## src/rtl/rv_isa_pkg.sv

```systemverilog
`default_nettype none

package rv_isa_pkg;

   typedef logic [31:0] word_t;

   // major opcodes kept by the core
   typedef enum logic [6:0] {
      OPC_LUI     = 7'b0110111,
      OPC_AUIPC   = 7'b0010111,
      OPC_OP      = 7'b0110011,
      OPC_OP_IMM  = 7'b0010011,
      OPC_JAL     = 7'b1101111,
      OPC_JALR    = 7'b1100111,
      OPC_BRANCH  = 7'b1100011,
      OPC_LOAD    = 7'b0000011,
      OPC_STORE   = 7'b0100011,
      OPC_CUSTOM0 = 7'b0001011
   } opcode_e;

   typedef enum logic [3:0] {
      ALU_ADD,
      ALU_SUB,
      ALU_EQ,
      ALU_LT,
      ALU_LTU,
      ALU_GE,
      ALU_GEU,
      ALU_AND,
      ALU_OR,
      ALU_XOR
   } alu_op_e;

   // alu funct3, shared by OP and OP_IMM
   localparam logic [2:0] F3_ADD  = 3'b000;
   localparam logic [2:0] F3_SLT  = 3'b010;
   localparam logic [2:0] F3_SLTU = 3'b011;
   localparam logic [2:0] F3_XOR  = 3'b100;
   localparam logic [2:0] F3_OR   = 3'b110;
   localparam logic [2:0] F3_AND  = 3'b111;

   localparam logic [2:0] F3_BEQ  = 3'b000;
   localparam logic [2:0] F3_BNE  = 3'b001;
   localparam logic [2:0] F3_BLT  = 3'b100;
   localparam logic [2:0] F3_BGE  = 3'b101;
   localparam logic [2:0] F3_BLTU = 3'b110;
   localparam logic [2:0] F3_BGEU = 3'b111;

   localparam logic [2:0] F3_LB   = 3'b000;
   localparam logic [2:0] F3_LH   = 3'b001;
   localparam logic [2:0] F3_LW   = 3'b010;
   localparam logic [2:0] F3_LBU  = 3'b100;
   localparam logic [2:0] F3_LHU  = 3'b101;

   localparam logic [2:0] F3_SB   = 3'b000;
   localparam logic [2:0] F3_SH   = 3'b001;
   localparam logic [2:0] F3_SW   = 3'b010;

   // custom0
   localparam logic [2:0] F3_HALT = 3'b001;

   typedef struct packed {
      opcode_e    opcode;
      logic [4:0] rd;
      logic [4:0] rs1;
      logic [4:0] rs2;
      logic [2:0] funct3;
      alu_op_e    alu_op;
      word_t      imm;
   } rv_instr_t;

endpackage

`default_nettype wire

```

## src/rtl/rv_sys_pkg.sv

```systemverilog
`default_nettype none

package rv_sys_pkg;

   typedef struct packed {
      logic        psel;
      logic        penable;
      logic        pwrite;
      logic [15:0] paddr;
      logic [31:0] pwdata;
   } apb_req_t;

   typedef struct packed {
      logic [31:0] prdata;
      logic        pready;
      logic        pslverr;
   } apb_rsp_t;

   // word addressed, one bwe bit per byte lane
   typedef struct packed {
      logic [29:0] addr;
      logic [31:0] wdata;
      logic [3:0]  bwe;
      logic        ren;
   } mem_req_t;

   typedef struct packed {
      logic busy;
      logic done;
   } status_t;

   localparam logic [15:0] IMEM_BASE = 16'h0000;
   localparam logic [15:0] DMEM_BASE = 16'h1000;
   localparam logic [15:0] CTRL_ADDR = 16'h2000;

   // region select bits of paddr
   localparam int REGION_MSB = 13;
   localparam int REGION_LSB = 12;

endpackage

`default_nettype wire

```

## src/rtl/rv_core.sv

```systemverilog
`timescale 1ns/10ps
`default_nettype none

module rv_core #(
   parameter int MEM_ADDR_WIDTH = 12
) (
   input  logic                 clk,
   input  logic                 resetn,
   input  logic                 start,
   input  rv_isa_pkg::word_t    instr_word,
   output rv_sys_pkg::mem_req_t fetch_req,
   input  rv_isa_pkg::word_t    data_rdata,
   output rv_sys_pkg::mem_req_t data_req,
   output rv_sys_pkg::status_t  status
);
   import rv_isa_pkg::*;
   import rv_sys_pkg::*;

   typedef enum logic [2:0] {
      S_IDLE,
      S_FETCH,
      S_DECODE,
      S_READ,
      S_EXECUTE,
      S_WRITEBACK
   } state_e;

   state_e    state;
   word_t     pc;
   word_t     regs [32];
   word_t     op1;
   word_t     op2;
   word_t     result;
   word_t     alu_out;
   word_t     eaddr;
   word_t     pc_plus4;
   word_t     load_value;
   rv_instr_t dec_now;
   rv_instr_t ir;
   mem_req_t  lsu_req;
   logic      is_halt;
   logic      store_en;
   logic      taken;

   rv_decode u_decode (
      .instr (instr_word),
      .dec   (dec_now)
   );

   assign is_halt  = dec_now.opcode == OPC_CUSTOM0 && dec_now.funct3 == F3_HALT;
   assign eaddr    = op1 + ir.imm;
   assign pc_plus4 = pc + 32'd4;
   assign store_en = state == S_EXECUTE && ir.opcode == OPC_STORE;
   // bne reuses eq, inverted here
   assign taken    = result[0] ^ (ir.funct3 == F3_BNE);

   rv_lsu u_lsu (
      .dec        (ir),
      .eaddr      (eaddr),
      .store_data (op2),
      .store_en   (store_en),
      .load_word  (data_rdata),
      .store_req  (lsu_req),
      .load_value (load_value)
   );

   always_comb begin
      case (ir.alu_op)
         ALU_SUB: alu_out = op1 - op2;
         ALU_EQ:  alu_out = {31'b0, op1 == op2};
         ALU_LT:  alu_out = {31'b0, $signed(op1) < $signed(op2)};
         ALU_LTU: alu_out = {31'b0, op1 < op2};
         ALU_GE:  alu_out = {31'b0, $signed(op1) >= $signed(op2)};
         ALU_GEU: alu_out = {31'b0, op1 >= op2};
         ALU_AND: alu_out = op1 & op2;
         ALU_OR:  alu_out = op1 | op2;
         ALU_XOR: alu_out = op1 ^ op2;
         default: alu_out = op1 + op2;
      endcase
   end

   always_comb begin
      fetch_req      = '0;
      fetch_req.addr = 30'(pc[MEM_ADDR_WIDTH-1:2]);
      fetch_req.ren  = state == S_FETCH;
      data_req       = lsu_req;
      data_req.ren   = state == S_EXECUTE && ir.opcode == OPC_LOAD;
   end

   always_ff @(posedge clk) begin
      if (!resetn) begin
         state  <= S_IDLE;
         pc     <= '0;
         status <= '0;
      end else begin
         case (state)
            S_IDLE: begin
               if (start) begin
                  state       <= S_FETCH;
                  pc          <= '0;
                  status.busy <= 1'b1;
                  status.done <= 1'b0;
               end
            end
            S_FETCH: state <= S_DECODE;
            S_DECODE: begin
               if (is_halt) begin
                  state       <= S_IDLE;
                  status.busy <= 1'b0;
                  status.done <= 1'b1;
               end else begin
                  state <= S_READ;
               end
            end
            S_READ: state <= S_EXECUTE;
            S_EXECUTE: state <= S_WRITEBACK;
            S_WRITEBACK: begin
               state <= S_FETCH;
               case (ir.opcode)
                  OPC_JAL:    pc <= pc + ir.imm;
                  OPC_JALR:   pc <= {eaddr[31:1], 1'b0};
                  OPC_BRANCH: pc <= taken ? pc + ir.imm : pc_plus4;
                  default:    pc <= pc_plus4;
               endcase
            end
            default: state <= S_IDLE;
         endcase
      end
   end

   always_ff @(posedge clk) begin
      if (state == S_DECODE) begin
         ir <= dec_now;
      end
      if (state == S_READ) begin
         case (ir.opcode)
            OPC_AUIPC: op1 <= pc;
            OPC_LUI:   op1 <= '0;
            default:   op1 <= (ir.rs1 == 5'd0) ? '0 : regs[ir.rs1];
         endcase
         case (ir.opcode)
            OPC_OP, OPC_BRANCH, OPC_STORE: op2 <= (ir.rs2 == 5'd0) ? '0 : regs[ir.rs2];
            default:                       op2 <= ir.imm;
         endcase
      end
      if (state == S_EXECUTE) begin
         result <= alu_out;
      end
      if (state == S_WRITEBACK) begin
         case (ir.opcode)
            OPC_LUI, OPC_AUIPC, OPC_OP, OPC_OP_IMM: regs[ir.rd] <= result;
            OPC_JAL, OPC_JALR:                      regs[ir.rd] <= pc_plus4;
            OPC_LOAD:                               regs[ir.rd] <= load_value;
            default: ;
         endcase
      end
   end

   // byte writes leave the core only in execute
   assert property (@(posedge clk) disable iff (!resetn)
      (data_req.bwe != 4'b0000) |-> (state == S_EXECUTE));

endmodule

`default_nettype wire

```

## src/rtl/rv_decode.sv

```systemverilog
`timescale 1ns/10ps
`default_nettype none

module rv_decode (
   input  rv_isa_pkg::word_t     instr,
   output rv_isa_pkg::rv_instr_t dec
);
   import rv_isa_pkg::*;

   opcode_e    opcode;
   logic [2:0] funct3;
   logic [6:0] funct7;
   word_t      imm_i;
   word_t      imm_s;
   word_t      imm_b;
   word_t      imm_u;
   word_t      imm_j;
   alu_op_e    arith_op;

   assign opcode = opcode_e'(instr[6:0]);
   assign funct3 = instr[14:12];
   assign funct7 = instr[31:25];

   assign imm_i = {{20{instr[31]}}, instr[31:20]};
   assign imm_s = {{20{instr[31]}}, instr[31:25], instr[11:7]};
   assign imm_b = {{19{instr[31]}}, instr[31], instr[7], instr[30:25], instr[11:8], 1'b0};
   assign imm_u = {instr[31:12], 12'b0};
   assign imm_j = {{11{instr[31]}}, instr[31], instr[19:12], instr[20], instr[30:21], 1'b0};

   // only register form has sub
   always_comb begin
      case (funct3)
         F3_ADD:  arith_op = (opcode == OPC_OP && funct7[5]) ? ALU_SUB : ALU_ADD;
         F3_SLT:  arith_op = ALU_LT;
         F3_SLTU: arith_op = ALU_LTU;
         F3_XOR:  arith_op = ALU_XOR;
         F3_OR:   arith_op = ALU_OR;
         F3_AND:  arith_op = ALU_AND;
         default: arith_op = ALU_ADD;
      endcase
   end

   always_comb begin
      dec.opcode = opcode;
      dec.rd     = instr[11:7];
      dec.rs1    = instr[19:15];
      dec.rs2    = instr[24:20];
      dec.funct3 = funct3;

      case (opcode)
         OPC_LUI, OPC_AUIPC: dec.imm = imm_u;
         OPC_JAL:            dec.imm = imm_j;
         OPC_BRANCH:         dec.imm = imm_b;
         OPC_STORE:          dec.imm = imm_s;
         default:            dec.imm = imm_i;
      endcase

      case (opcode)
         OPC_OP, OPC_OP_IMM: dec.alu_op = arith_op;
         OPC_BRANCH: begin
            case (funct3)
               F3_BEQ, F3_BNE: dec.alu_op = ALU_EQ;
               F3_BLT:         dec.alu_op = ALU_LT;
               F3_BGE:         dec.alu_op = ALU_GE;
               F3_BLTU:        dec.alu_op = ALU_LTU;
               F3_BGEU:        dec.alu_op = ALU_GEU;
               default:        dec.alu_op = ALU_EQ;
            endcase
         end
         default: dec.alu_op = ALU_ADD;
      endcase
   end

endmodule

`default_nettype wire

```

## src/rtl/rv_lsu.sv

```systemverilog
`timescale 1ns/10ps
`default_nettype none

module rv_lsu (
   input  rv_isa_pkg::rv_instr_t dec,
   input  rv_isa_pkg::word_t     eaddr,
   input  rv_isa_pkg::word_t     store_data,
   input  logic                  store_en,
   input  rv_isa_pkg::word_t     load_word,
   output rv_sys_pkg::mem_req_t  store_req,
   output rv_isa_pkg::word_t     load_value
);
   import rv_isa_pkg::*;

   logic [7:0]  load_byte;
   logic [15:0] load_half;

   assign load_byte = load_word[{eaddr[1:0], 3'b000} +: 8];
   assign load_half = eaddr[1] ? load_word[31:16] : load_word[15:0];

   // replicate into every lane, bwe picks the live ones
   always_comb begin
      store_req      = '0;
      store_req.addr = eaddr[31:2];
      case (dec.funct3)
         F3_SB: begin
            store_req.wdata = {4{store_data[7:0]}};
            store_req.bwe   = store_en ? (4'b0001 << eaddr[1:0]) : 4'b0000;
         end
         F3_SH: begin
            store_req.wdata = {2{store_data[15:0]}};
            store_req.bwe   = store_en ? (eaddr[1] ? 4'b1100 : 4'b0011) : 4'b0000;
         end
         F3_SW: begin
            store_req.wdata = store_data;
            store_req.bwe   = {4{store_en}};
         end
         default: store_req.wdata = store_data;
      endcase
   end

   always_comb begin
      case (dec.funct3)
         F3_LB:   load_value = {{24{load_byte[7]}}, load_byte};
         F3_LBU:  load_value = {24'b0, load_byte};
         F3_LH:   load_value = {{16{load_half[15]}}, load_half};
         F3_LHU:  load_value = {16'b0, load_half};
         F3_LW:   load_value = load_word;
         default: load_value = load_word;
      endcase
   end

endmodule

`default_nettype wire

```

## config.mk

```make
export PLATFORM = sky130hd
export DESIGN_NAME = rv_core
export DESIGN_NICKNAME = d
export VERILOG_FILES = /design/src/rtl/rv_isa_pkg.sv /design/src/rtl/rv_sys_pkg.sv /design/src/rtl/rv_core.sv /design/src/rtl/rv_decode.sv /design/src/rtl/rv_lsu.sv
export SDC_FILE = /design/constraint.sdc
export NUM_CORES = 2
export LEC_CHECK = 0
export BUFFER_PORTS_ARGS = -buffer_cell sky130_fd_sc_hd__buf_4
export CAP_MARGIN = 20
export CORE_MARGIN = 5
export CORE_UTILIZATION = 33
export CTS_CLUSTER_SIZE = 12
export DETAILED_ROUTE_END_ITERATION = 8
export PLACE_DENSITY = 0.45
export SKIP_LAST_GASP = 1
export SYNTH_ARGS = -nofsm -noshare
export SYNTH_HDL_FRONTEND = slang
export SYNTH_HIERARCHICAL = 1
export SYNTH_SLANG_ARGS = --single-unit
```

## constraint.sdc

```tcl
create_clock -name clk -period 7.7 [get_ports clk]
set_clock_uncertainty 0.2 [all_clocks]
set_input_delay 1.155 -clock clk [delete_from_list [all_inputs] [get_ports clk]]
set_output_delay 1.155 -clock clk [all_outputs]
set_load 0.02 [all_outputs]
```

==> flow_summary.ini <==
[run_status]
outcome = complete, no violations

[floorplanning]
dieArea_sq_um = 210600
start_util_pct = 33.24
core_sq_um = 200100
die_height_um = 458.9
row_count = 164
chipWidth_um = 458.9
io_pins = 203

[final_layout]
drive_gt1_share_pct = 27.45
final_cells = 7251
final_util_pct = 37.76
layout.nets = 4707
area_growth_syn_to_layout_pct = 13.58

[placement]
post-dp-hpwl_mm = 166.1
io_buffers = 146
dp_cells = 6980
gp_congestion = 0.9261

[sta]
setup_viol = 0
clock.fmax_ghz = 0.1657
finalHoldViolCount = 0
relSlewSlack_pct = 20.12
tightest_slew_ns = 1.189
period_share_pct = 78.40
rsz0062_at_grt = no
finalSetupTns_ns = 0
min_period_ns = 6.037
slew_violations = 0

[synth]
synth.avg_cell_area_sq_um = 15.06
synth_warnings = 6
netlist_instances = 4416
synth_area_sq_um = 66510

[route]
ant_nets = 0
drt_pass1_iterations = 7
drt-vias-per-instance = 5.846
routed_wl_mm = 241.3
drtIter0Drc = 4416
num_vias = 42390
wl_per_cell_um = 33.28
drc = 0

[worst_setup_path]
worstPathArrival_ns = 4.68
critPathLaunchType = register
required_ns = 6.34
reg2reg_from = op2[0]
critPathMaxFanout = 6
criticalPathCategory = reg2out
r2r.worst_path.cells = 12
reg2reg_to = result[0]
cp-end-kind = primary output
r2r_slack_ns = 2.64

[grt]
antenna_found_initial = 12
grt_max_degree = 123
grtUsageTotal_pct = 22.48
grt_pass1_wl_mm = 336.8
grt_pass1_vias = 42570
gr-total-overflow = 0

[hold_path]
min_from = ir[42]
whs_path_depth = 2
worstHoldPathType = reg2reg

[flow_run]
cap_violations = 0

[power]
p_total_mw = 17.72
cellLeakagePower_nw = 25.14
peakVddDrop_mv = 0.1640
p_per_area_nw_per_um2 = 234.6

[clocking]
h-tree-depth = 4
path_clk_slew_ns = 0.06
cts_setup_buffers = 0
cts_buffers = 146
cts_tree = yes
clock-sinks = 1228
cts_root_buf = clkbuf_16
worstSkewPairLatency_ns = 0.79
ctsHoldBuffers = 0
clockBufferDepth = 3
cts_repair_resize_count = 0
-- routing by layer --
layer / vias to the layer above / global-route usage, % / wire, um
met5: - / 0 / 13
met4: 2 / 5.651 / 6406
met3: 285 / 3.637 / 15430
met2: 1588 / 36.68 / 114500
met1: 22690 / 31.51 / 104900
li1: 17830 / - / -
-- placed cells by master (no fill, tap or decap), types with 24 or more instances in the layout --
cell / count
a21o_1: 57
mux2i_1: 84
xor2_1: 39
nor2b_1: 37
nand2_1: 296
ha_1: 159
clkinv_1: 37
nor3_1: 52
xnor2_1: 47
edfxtp_1: 1181
o21a_1: 24
nor2_1: 206
mux4_2: 641
a22oi_1: 49
dfxtp_1: 37
nor2_4: 41
clkbuf_1: 29
inv_1: 119
nand3_1: 51
a21oi_1: 177
o21ai_0: 199
a211oi_1: 30
buf_4: 249
clkbuf_16: 149
conb_1: 56
-- area by class of cell --
type	count	area, sq um
Fill cell	18760	124500
Sequential cell	1228	36440
Multi-Input combinational cell	2710	28380
Clock buffer	179	3851
Tap cell	2656	3323
Timing Repair Buffer	268	2230
Clock inverter	83	834.6
Inverter	123	461.7
Antenna cell	4	10.01
-- through the flow --
step                instance area (sq um)  setup slack, ns  hold WS, ns
detailed placement                  70760            2.470       0.2614
floorplan                           66720            2.156       0.2318
global placement                    70680            2.350       0.2530
global route                        75530            1.369       0.3183
finish                              75540            1.663       0.2749
CTS                                 75450            1.578       0.2757
-- worst max path at each step --
stage	from	cells after the start	end	slack (ns)
global placement	op1[1]	10	data_req[66]	2.35
CTS	op1[1]	10	data_req[66]	1.58
finish	op1[1]	10	data_req[66]	1.66
floorplan	state[2]	7	data_req[1]	2.16
global route	op1[1]	10	data_req[66]	1.37
detailed placement	op1[1]	10	data_req[66]	2.47
-- flip-flops by register name, indices dropped and copies added, names as in the netlist, named ones only --
register	flops
ir	61
op1	32
op2	32
pc	32
regs	1024
result	32
state	3
status	2
-- power by group --
group | total [mW] | switching [mW] | internal, mW
Sequential | 7.51 | 0.170 | 7.34
Combinational | 3.31 | 1.93 | 1.38
Clock | 6.90 | 2.92 | 3.98
-- critical path: stages, from the launching register on --
cell	delay [ns]
edfxtp_1	0.53
ha_1	0.37
a211oi_1	0.32
o211ai_1	0.20
a21oi_1	0.72
o2111ai_1	0.29
o211a_1	0.22
o41ai_1	0.42
o21ai_0	0.26
xnor2_1	0.35
buf_4	0.21
(Power assumes the default switching activity.)
