$ cat config.mk
export PLATFORM = sky130hd
export DESIGN_NAME = apb_host_port
export DESIGN_NICKNAME = d
export VERILOG_FILES = /design/src/rtl/rv_isa_pkg.sv /design/src/rtl/rv_sys_pkg.sv /design/src/rtl/apb_host_port.sv
export SDC_FILE = /design/constraint.sdc
export NUM_CORES = 1
export LEC_CHECK = 0
export ABC_AREA = 1
export BUFFER_PORTS_ARGS = -buffer_cell sky130_fd_sc_hd__buf_4
export CAP_MARGIN = 20
export CORE_AREA = 4 4 163 165
export CTS_CLUSTER_DIAMETER = 200
export DETAILED_ROUTE_END_ITERATION = 12
export DIE_AREA = 0 0 167 169
export PLACE_DENSITY_LB_ADDON = 0.15
export SYNTH_ARGS = -nofsm -noshare
export SYNTH_HDL_FRONTEND = slang
export SYNTH_SLANG_ARGS = --single-unit
$ cat constraint.sdc
create_clock -name clk -period 2.02 [get_ports clk]
set_input_delay 0.101 -clock clk [delete_from_list [all_inputs] [get_ports clk]]
set_output_delay 0.101 -clock clk [all_outputs]
set_load 0.01 [all_outputs]
$ cat src/rtl/rv_isa_pkg.sv
`default_nettype none

package rv_isa_pkg;

   typedef logic [31:0] word_t;

   // major opcodes kept by the core
   typedef enum logic [6:0] {
      OPC_LUI     = 7'b0110111,
      OPC_AUIPC   = 7'b0010111,
      OPC_OP      = 7'b0110011,
      OPC_OP_IMM  = 7'b0010011,
      OPC_JAL     = 7'b1101111,
      OPC_JALR    = 7'b1100111,
      OPC_BRANCH  = 7'b1100011,
      OPC_LOAD    = 7'b0000011,
      OPC_STORE   = 7'b0100011,
      OPC_CUSTOM0 = 7'b0001011
   } opcode_e;

   typedef enum logic [3:0] {
      ALU_ADD,
      ALU_SUB,
      ALU_EQ,
      ALU_LT,
      ALU_LTU,
      ALU_GE,
      ALU_GEU,
      ALU_AND,
      ALU_OR,
      ALU_XOR
   } alu_op_e;

   // alu funct3, shared by OP and OP_IMM
   localparam logic [2:0] F3_ADD  = 3'b000;
   localparam logic [2:0] F3_SLT  = 3'b010;
   localparam logic [2:0] F3_SLTU = 3'b011;
   localparam logic [2:0] F3_XOR  = 3'b100;
   localparam logic [2:0] F3_OR   = 3'b110;
   localparam logic [2:0] F3_AND  = 3'b111;

   localparam logic [2:0] F3_BEQ  = 3'b000;
   localparam logic [2:0] F3_BNE  = 3'b001;
   localparam logic [2:0] F3_BLT  = 3'b100;
   localparam logic [2:0] F3_BGE  = 3'b101;
   localparam logic [2:0] F3_BLTU = 3'b110;
   localparam logic [2:0] F3_BGEU = 3'b111;

   localparam logic [2:0] F3_LB   = 3'b000;
   localparam logic [2:0] F3_LH   = 3'b001;
   localparam logic [2:0] F3_LW   = 3'b010;
   localparam logic [2:0] F3_LBU  = 3'b100;
   localparam logic [2:0] F3_LHU  = 3'b101;

   localparam logic [2:0] F3_SB   = 3'b000;
   localparam logic [2:0] F3_SH   = 3'b001;
   localparam logic [2:0] F3_SW   = 3'b010;

   // custom0
   localparam logic [2:0] F3_HALT = 3'b001;

   typedef struct packed {
      opcode_e    opcode;
      logic [4:0] rd;
      logic [4:0] rs1;
      logic [4:0] rs2;
      logic [2:0] funct3;
      alu_op_e    alu_op;
      word_t      imm;
   } rv_instr_t;

endpackage

`default_nettype wire

$ cat src/rtl/rv_sys_pkg.sv
`default_nettype none

package rv_sys_pkg;

   typedef struct packed {
      logic        psel;
      logic        penable;
      logic        pwrite;
      logic [15:0] paddr;
      logic [31:0] pwdata;
   } apb_req_t;

   typedef struct packed {
      logic [31:0] prdata;
      logic        pready;
      logic        pslverr;
   } apb_rsp_t;

   // word addressed, one bwe bit per byte lane
   typedef struct packed {
      logic [29:0] addr;
      logic [31:0] wdata;
      logic [3:0]  bwe;
      logic        ren;
   } mem_req_t;

   typedef struct packed {
      logic busy;
      logic done;
   } status_t;

   localparam logic [15:0] IMEM_BASE = 16'h0000;
   localparam logic [15:0] DMEM_BASE = 16'h1000;
   localparam logic [15:0] CTRL_ADDR = 16'h2000;

   // region select bits of paddr
   localparam int REGION_MSB = 13;
   localparam int REGION_LSB = 12;

endpackage

`default_nettype wire

$ cat src/rtl/apb_host_port.sv
`timescale 1ns/10ps
`default_nettype none

module apb_host_port #(
   parameter int MEM_ADDR_WIDTH = 12
) (
   input  logic                 clk,
   input  logic                 resetn,
   input  rv_sys_pkg::apb_req_t apb_req,
   output rv_sys_pkg::apb_rsp_t apb_rsp,
   input  rv_sys_pkg::status_t  status,
   output logic                 start,
   input  rv_sys_pkg::mem_req_t core_fetch_req,
   input  rv_sys_pkg::mem_req_t core_data_req,
   output rv_sys_pkg::mem_req_t imem_req,
   output rv_sys_pkg::mem_req_t dmem_req,
   input  rv_isa_pkg::word_t    imem_rdata,
   input  rv_isa_pkg::word_t    dmem_rdata
);
   import rv_sys_pkg::*;

   logic       setup;
   logic       access;
   logic       high_zero;
   logic       hit_imem;
   logic       hit_dmem;
   logic       hit_ctrl;
   logic       hit_mem;
   logic       start_wr;
   logic [1:0] region;
   logic [1:0] rd_region;
   mem_req_t   host_req;

   assign setup     = apb_req.psel && !apb_req.penable;
   assign access    = apb_req.psel && apb_req.penable;
   assign region    = apb_req.paddr[REGION_MSB:REGION_LSB];
   assign high_zero = apb_req.paddr[15:REGION_MSB+1] == '0;
   assign hit_imem  = high_zero && region == IMEM_BASE[REGION_MSB:REGION_LSB];
   assign hit_dmem  = high_zero && region == DMEM_BASE[REGION_MSB:REGION_LSB];
   assign hit_ctrl  = high_zero && region == CTRL_ADDR[REGION_MSB:REGION_LSB]
                      && apb_req.paddr[REGION_LSB-1:0] == CTRL_ADDR[REGION_LSB-1:0];
   assign hit_mem   = hit_imem || hit_dmem;
   assign start_wr  = access && apb_req.pwrite && hit_ctrl && apb_req.pwdata[0];
   assign start     = start_wr && !status.busy;

   // reads go out in setup, writes land in access
   always_comb begin
      host_req.addr  = 30'(apb_req.paddr[MEM_ADDR_WIDTH-1:2]);
      host_req.wdata = apb_req.pwdata;
      host_req.bwe   = {4{access && apb_req.pwrite}};
      host_req.ren   = setup && !apb_req.pwrite;
   end

   always_comb begin
      imem_req = core_fetch_req;
      dmem_req = core_data_req;
      if (!status.busy) begin
         imem_req     = host_req;
         imem_req.bwe = hit_imem ? host_req.bwe : 4'b0000;
         imem_req.ren = host_req.ren && hit_imem;
         dmem_req     = host_req;
         dmem_req.bwe = hit_dmem ? host_req.bwe : 4'b0000;
         dmem_req.ren = host_req.ren && hit_dmem;
      end
   end

   always_ff @(posedge clk) begin
      if (!resetn) begin
         rd_region <= '0;
      end else if (setup) begin
         rd_region <= region;
      end
   end

   always_comb begin
      case (rd_region)
         IMEM_BASE[REGION_MSB:REGION_LSB]: apb_rsp.prdata = imem_rdata;
         DMEM_BASE[REGION_MSB:REGION_LSB]: apb_rsp.prdata = dmem_rdata;
         CTRL_ADDR[REGION_MSB:REGION_LSB]: apb_rsp.prdata = {30'b0, status};
         default:                          apb_rsp.prdata = '0;
      endcase
      apb_rsp.pready  = access;
      apb_rsp.pslverr = access && (!(hit_mem || hit_ctrl)
                                   || (status.busy && hit_mem)
                                   || (status.busy && start_wr));
   end

   // access phase always follows a selected cycle
   assert property (@(posedge clk) disable iff (!resetn)
      apb_req.penable |-> $past(apb_req.psel));

endmodule

`default_nettype wire

==> results of run 1 <==
per-layer routing:
layer,share of wire [%],GRT usage (%),up-vias
met5,0,0,-
met3,9.9,3.48,4
li1,-,-,2258
met2,55,23.2,253
met4,0.44,1.32,0
met1,35,12.4,1848
report_power, final:
group          internal (mW)  total (mW)  switching (mW)  leakage, nW
Combinational          0.735        1.35           0.612         3.58
Sequential            0.0425      0.0453         0.00278       0.0165
Clock                  0.252       0.305          0.0526       0.0370
cells by family after synthesis:
group,after synthesis
AO/OA/AOI/OAI,7
flip-flops,2
AND/OR/NAND/NOR,393
buffers and inverters,84
area by class of cell:
class	count	area (um2)	area share (%)
clock buffers	3	75.1	1.34
inverters	50	190	3.40
multi-input cells	400	1640	29.3
flip-flops and latches	2	40.0	0.716
well taps	330	413	7.39
repair buffers	427	3230	57.8
final timing paths:
| kind | slack [ps] | to |
|---|---|---|
| hold reg to reg | 650 | rd_region[1] |
| hold / removal | 160 | rd_region[0] |
| setup reg to reg | 980 | rd_region[0] |
| setup / recovery | 480 | apb_rsp[3] |
placed cells by master, fill, tap and decap left out, drive strengths merged:
cell type	count
buf	427
nand2	310
nand3	70
clkbuf	3
o31ai	2
o311ai	1
a21oi	2
nor3	2
o21ai	2
inv	50
nor2	11
dfxtp	2
stage by stage:
stage               power (mW)  setup WS, ps  utilization [%]
CTS                       1.74           444             22.3
floorplan                0.536          1060                -
global route              1.84           347             22.3
detailed placement        1.42           663             22.0
finish                    1.70           481             22.3
global placement          1.43           685             22.0
tightest hold or removal path: cells and delay by family:
kind                   cells  cell delay, ps
buffers and inverters      1             120
AO/OA/AOI/OAI              2             100
==> results.md, run 1 <==
* Crit path from: rd_region[0]
* CP Launch Type: flop
* Slew Viols, Final at 0
* Syn nets at 739
* Post-synthesis mux area share at 0%
* Post-route DRC at 0
* Worst Min Path Start: resetn
* Drt via density at 3.60
* Main combinational cell family by area after synthesis: simple AND/OR/NAND/NOR gates
* H-tree depth at 1
* Detailed Place HPWL at 15700 um
* R2R cell count at 3
* Reg clk slew, reported paths at 30 ps
* Site Rows at 58
* Worst path slowest cell: inv_2
* CTS tree: done
* Hold depth at 3
* Initial detailed-routing violation count at 110
* Crit-path max FO at 33
* Die Y at 169 um
* Placed Instance Area at ~5500 um2
* Tcrit/Tclk final at roughly three quarters
* Compound-Gate Fraction of Synth Area at 2.49%
* Hold_buf cts at 0
* Ratio of cells with drive above 1 in the final layout at 49.8%
* Cell with the most instances after synthesis: nand2_1
* First-pass GRT wire length at 26200 um
* Clock skew at 0 ps
* Initial antenna violation count at 0
* Grt ovf at 0
* Final net count at 1137
* IO Pins at 422
* Initial cell density of the core at around 8.2%
* Buf+Inv Stages, Crit Path at 2
* Input/output buffers at about 420
* Placer Congestion at 0.851
* Finished Cell Area at 5590 um2
* Avg Inst Size Synth at 4.24 um2
* Most area-hungry cell type in the Yosys netlist: nand2_1
* Routed length per placed instance at between 10 and 15 um
* Postcts setup bufs at 0
* Vias in the first global route at 4486
* Skew-Pair Late Insertion Delay at 220 ps
* RSZ-0062 raised after global routing: false
* Area Overhead vs Synth at 171%
* Number of synthesized flops with an enable pin at 0
* Routed wire length at approximately 18000 um
* Clock root cell: clkbuf_16
* CP required at 1920 ps
* Netlist Area Pre-Place at 2060 um2
* Power density over the cells at between 300 and 400 nW/um2
* Critical path type: flop to output port
* Full die area at 28200 um2
* Hold WS at 156 ps
* Setup-failing EPs final at 0
* Worst-path cell chain: inv_2 -> nand3_1 -> o311ai_2 -> buf_4
* CTS Buf Count at 3
* Post-synthesis sequential area ratio at 1.94%
* Fillers at about 2900
* Top_reg_cell synth: dfxtp_1
* Post_cts resized at 0
* FFs w/ async S/R, synth at 0%
* Number of max-cap violations at 0
* Core area at 25000 um2
* Post-Synthesis Cells at slightly below 500
* Leakage dissipation at 3.64 nW
* Endpoint type of the worst setup path: output port
* Final ANT Viol Nets at 0
* Fmax at 650 MHz
* 1st-pass router iterations at 5
* Relative slew slack at roughly three fifths
* Biggest regs: rd_region: 2 flops
* Worst vdd ir at 236 uV
* CTS Sinks at 2
* Largest net degree at the start of global routing at 85
* Die width at 167 um
* Largest register FFs at 2
* Yosys top cell area share at 56.5%
* Hold crit path type: primary input to flop
* R2r startpoint: rd_region[0]
* Count of cell types in the netlist at 19
* Final Non-Filler Cells at 1212
* Worst slew pin tran at 588 ps
* Vias after detailed routing at 4363
* Minimum clock period at 1540 ps
* Synth top cells by count: nand2_1, nand3_1, inv_1
* Largest delay share family, worst path: buffers and inverters
* Xor/xnor cell area share of the yosys netlist at 0%
* Status: finished clean
* Synth warn at 0
* Synth top area cells: nand2_1, nand3_1, inv_1
* Ant. Diodes at 0
* Crit. path cell count at 4
* Deepest clock path buffer count at 2
* Synth Area in Simple Gates at 77.1%
* Largest Register: rd_region
* Register bit total from synthesis at 2
* Hold Vio Cnt, Final at 0
* Overall routing resource usage at 11.7%
* Worst EP arrival at 1440 ps
* Placed Cells at 1209
* Max incr delay on CP at 430 ps
* Post-route setup TNS at 0 ps
* Synth Area in Adders at 0%
(Power assumes the default switching activity.)
==> inputs of run 2 (changes only) <==
--- a/config.mk
+++ b/config.mk
@@ -8,10 +8,10 @@
 export ABC_AREA = 1
 export BUFFER_PORTS_ARGS = -buffer_cell sky130_fd_sc_hd__buf_4
 export CAP_MARGIN = 20
-export CORE_AREA = 4 4 163 165
+export CORE_AREA = 4 4 162 164
 export CTS_CLUSTER_DIAMETER = 200
 export DETAILED_ROUTE_END_ITERATION = 12
-export DIE_AREA = 0 0 167 169
+export DIE_AREA = 0 0 166 168
 export PLACE_DENSITY_LB_ADDON = 0.15
 export SYNTH_ARGS = -nofsm -noshare
 export SYNTH_HDL_FRONTEND = slang
==> constraint.sdc (replaced) <==
create_clock -name clk -period 1.28 [get_ports clk]
set_input_delay 0.064 -clock clk [delete_from_list [all_inputs] [get_ports clk]]
set_output_delay 0.064 -clock clk [all_outputs]
set_load 0.01 [all_outputs]
==> run 2 against run 1 <==
Effect of this change: global-route usage fell by 0.50 points; total power rose by 62%; core utilization rose by 1.1 points; sequential share of layout area up 0.10 points; largest cell class unchanged.
==> results.md, run 2 (synthesis gave the netlist of run 1 again) <==
* Finished Cell Area at 5820 um2 (+4.1%)
* Critical path type: flop to output port
* Die width at 166 um (-0.60%)
* Post-route DRC at 0 (unchanged)
* Routed length per placed instance at 14.2 um (-3.7%)
* CP Launch Type: flop
* Reg clk slew, reported paths at 30 ps (about the same)
* Area Overhead vs Synth at 182%
* Minimum clock period at 1260 ps
* Initial antenna violation count at 0 (unchanged)
* CP required at 1220 ps (-700 ps)
* Vias in the first global route at 4472 (-0.31%)
* Placed Instance Area at 5580 um2 (+1.1%)
* Most frequent cells in the layout: buf_4, nand2_1, nand3_1
* Largest register FFs at 2 (unchanged)
* Largest Register: rd_region
* RSZ-0062 raised after global routing: true
* Initial cell density of the core at 8.28% (+0.048 points)
* Initial detailed-routing violation count at 107 (-2.7%)
* Input/output buffers at 421 (unchanged)
* Drt via density at 3.62 (+0.63%)
* Site Rows at 58 (unchanged)
* Worst EP arrival at 1200 ps (-240 ps)
* Biggest regs: rd_region: 2 flops
* Crit-path max FO at 6 (-82%)
* Number of max-cap violations at 0 (unchanged)
* Tcrit/Tclk final at 98.6%
* 1st-pass router iterations at 4 (-1)
* Clock root cell: clkbuf_16
* Post-layout util at 23.4% (+1.1 points)
* Hold Vio Cnt, Final at 0 (unchanged)
* Core area at 24900 um2 (-0.58%)
* Pwr Total at 2.75 mW (+62%)
* Vias after detailed routing at 4434 (+1.6%)
* Post-route setup TNS at 0 ps (unchanged)
* Hold crit path type: primary input to flop
* CTS Buf Count at 3 (unchanged)
* Clock skew at 0 ps (unchanged)
* First-pass GRT wire length at 25100 um (-4.3%)
* Full die area at 27900 um2 (-1.2%)
* CTS Sinks at 2 (unchanged)
* Grt ovf at 0 (unchanged)
* Worst vdd ir at 253 uV (+7.0%)
* H-tree depth at 1 (unchanged)
* Endpoint type of the worst setup path: output port
* Leakage dissipation at 3.74 nW (+3.0%)
* Worst slew pin tran at 337 ps (-251 ps)
* Skew-Pair Late Insertion Delay at 220 ps (about the same)
* Fillers at 2891 (-1.3%)
* Largest net degree at the start of global routing at 76 (-11%)
* Setup-failing EPs final at 0 (unchanged)
* IO Pins at 422 (unchanged)
* Routed wire length at 17400 um (-2.7%)
* Deepest clock path buffer count at 2 (unchanged)
* Final net count at 1149 (+1.1%)
* Ratio of cells with drive above 1 in the final layout at 50.7% (+0.90 points)
* Ant. Diodes at 0 (unchanged)
* Die Y at 168 um (-0.59%)
* Leading cell type in the layout, fill and taps excluded: buf_4
* Status: finished clean
* CTS tree: done
* Slew Viols, Final at 0 (unchanged)
* Fmax at 792 MHz
* Power density over the cells at 473 nW/um2 (+56%)
* Placer Congestion at 0.907 (+6.6%)
* Overall routing resource usage at 11.2% (-0.50 points)
* Final ANT Viol Nets at 0 (unchanged)
* Detailed Place HPWL at 14600 um (-6.8%)
* Relative slew slack at 77.6% (+17 points)
run 2: cell types whose count changed in the layout (fill, tap and decap cells not counted), sizes merged:
cell,change
clkbuf,+2
buf,+10
run 2: layout make-up:
| cell class | count | area, um2 | area share, % |
|---|---|---|---|
| timing repair buffer | 439 | 3440 | 59.1 |
| tap | 330 | 413 | 7.10 |
| sequential | 2 | 47.5 | 0.817 |
| multi-input combinational | 400 | 1640 | 28.2 |
| clock buffer | 3 | 75.1 | 1.29 |
| inverter | 50 | 205 | 3.53 |
run 2: repair_timing:
item | 4_1_cts | 5_1_grt
pin swaps | 0 | 1
setup buffers | 1 | 2
setup endpoints to repair | 32 | 31
gates resized for setup | 4 | 12
cloned | 1 | 3
hold buffers | 0 | 0
run 2: metal layers:
| metal | global-route usage [%] | up-vias | share of wire, % |
|---|---|---|---|
| li1 | - | 2285 | - |
| met1 | 12.1 | 1869 | 37 |
| met2 | 20.9 | 256 | 51 |
| met3 | 3.31 | 24 | 8.9 |
| met4 | 3.34 | 0 | 2.8 |
| met5 | 0 | - | 0 |
run 2: worst paths after layout:
check                                   from      endpoint  slack (ps)  cells after the start
worst max-delay path            rd_region[0]    apb_rsp[3]          20                      3
worst min-delay path                  resetn  rd_region[0]         100                      3
worst max register to register  rd_region[0]  rd_region[0]         290                      4
worst min register to register  rd_region[1]  rd_region[1]         610                      2
run 2: through the flow:
step,worst slack (ps),std cells,hold slack [ps]
detailed placement,3.53,1214,332
finish,18.1,1224,103
global placement,-0.865,1214,334
floorplan,362,486,202
global route,-10.2,1224,114
CTS,-53.6,1219,101
run 2: critical path: stages (launching register included):
cell	delay [ps]
dfxtp_4	370
clkbuf_16	170
o311ai_2	270
buf_4	170
run 2: report_power, final:
| group | internal, mW | switching, mW |
|---|---|---|
| Sequential | 0.0662 | 0.0119 |
| Clock | 0.397 | 0.0670 |
| Combinational | 1.23 | 0.975 |
| Total | 1.70 | 1.05 |
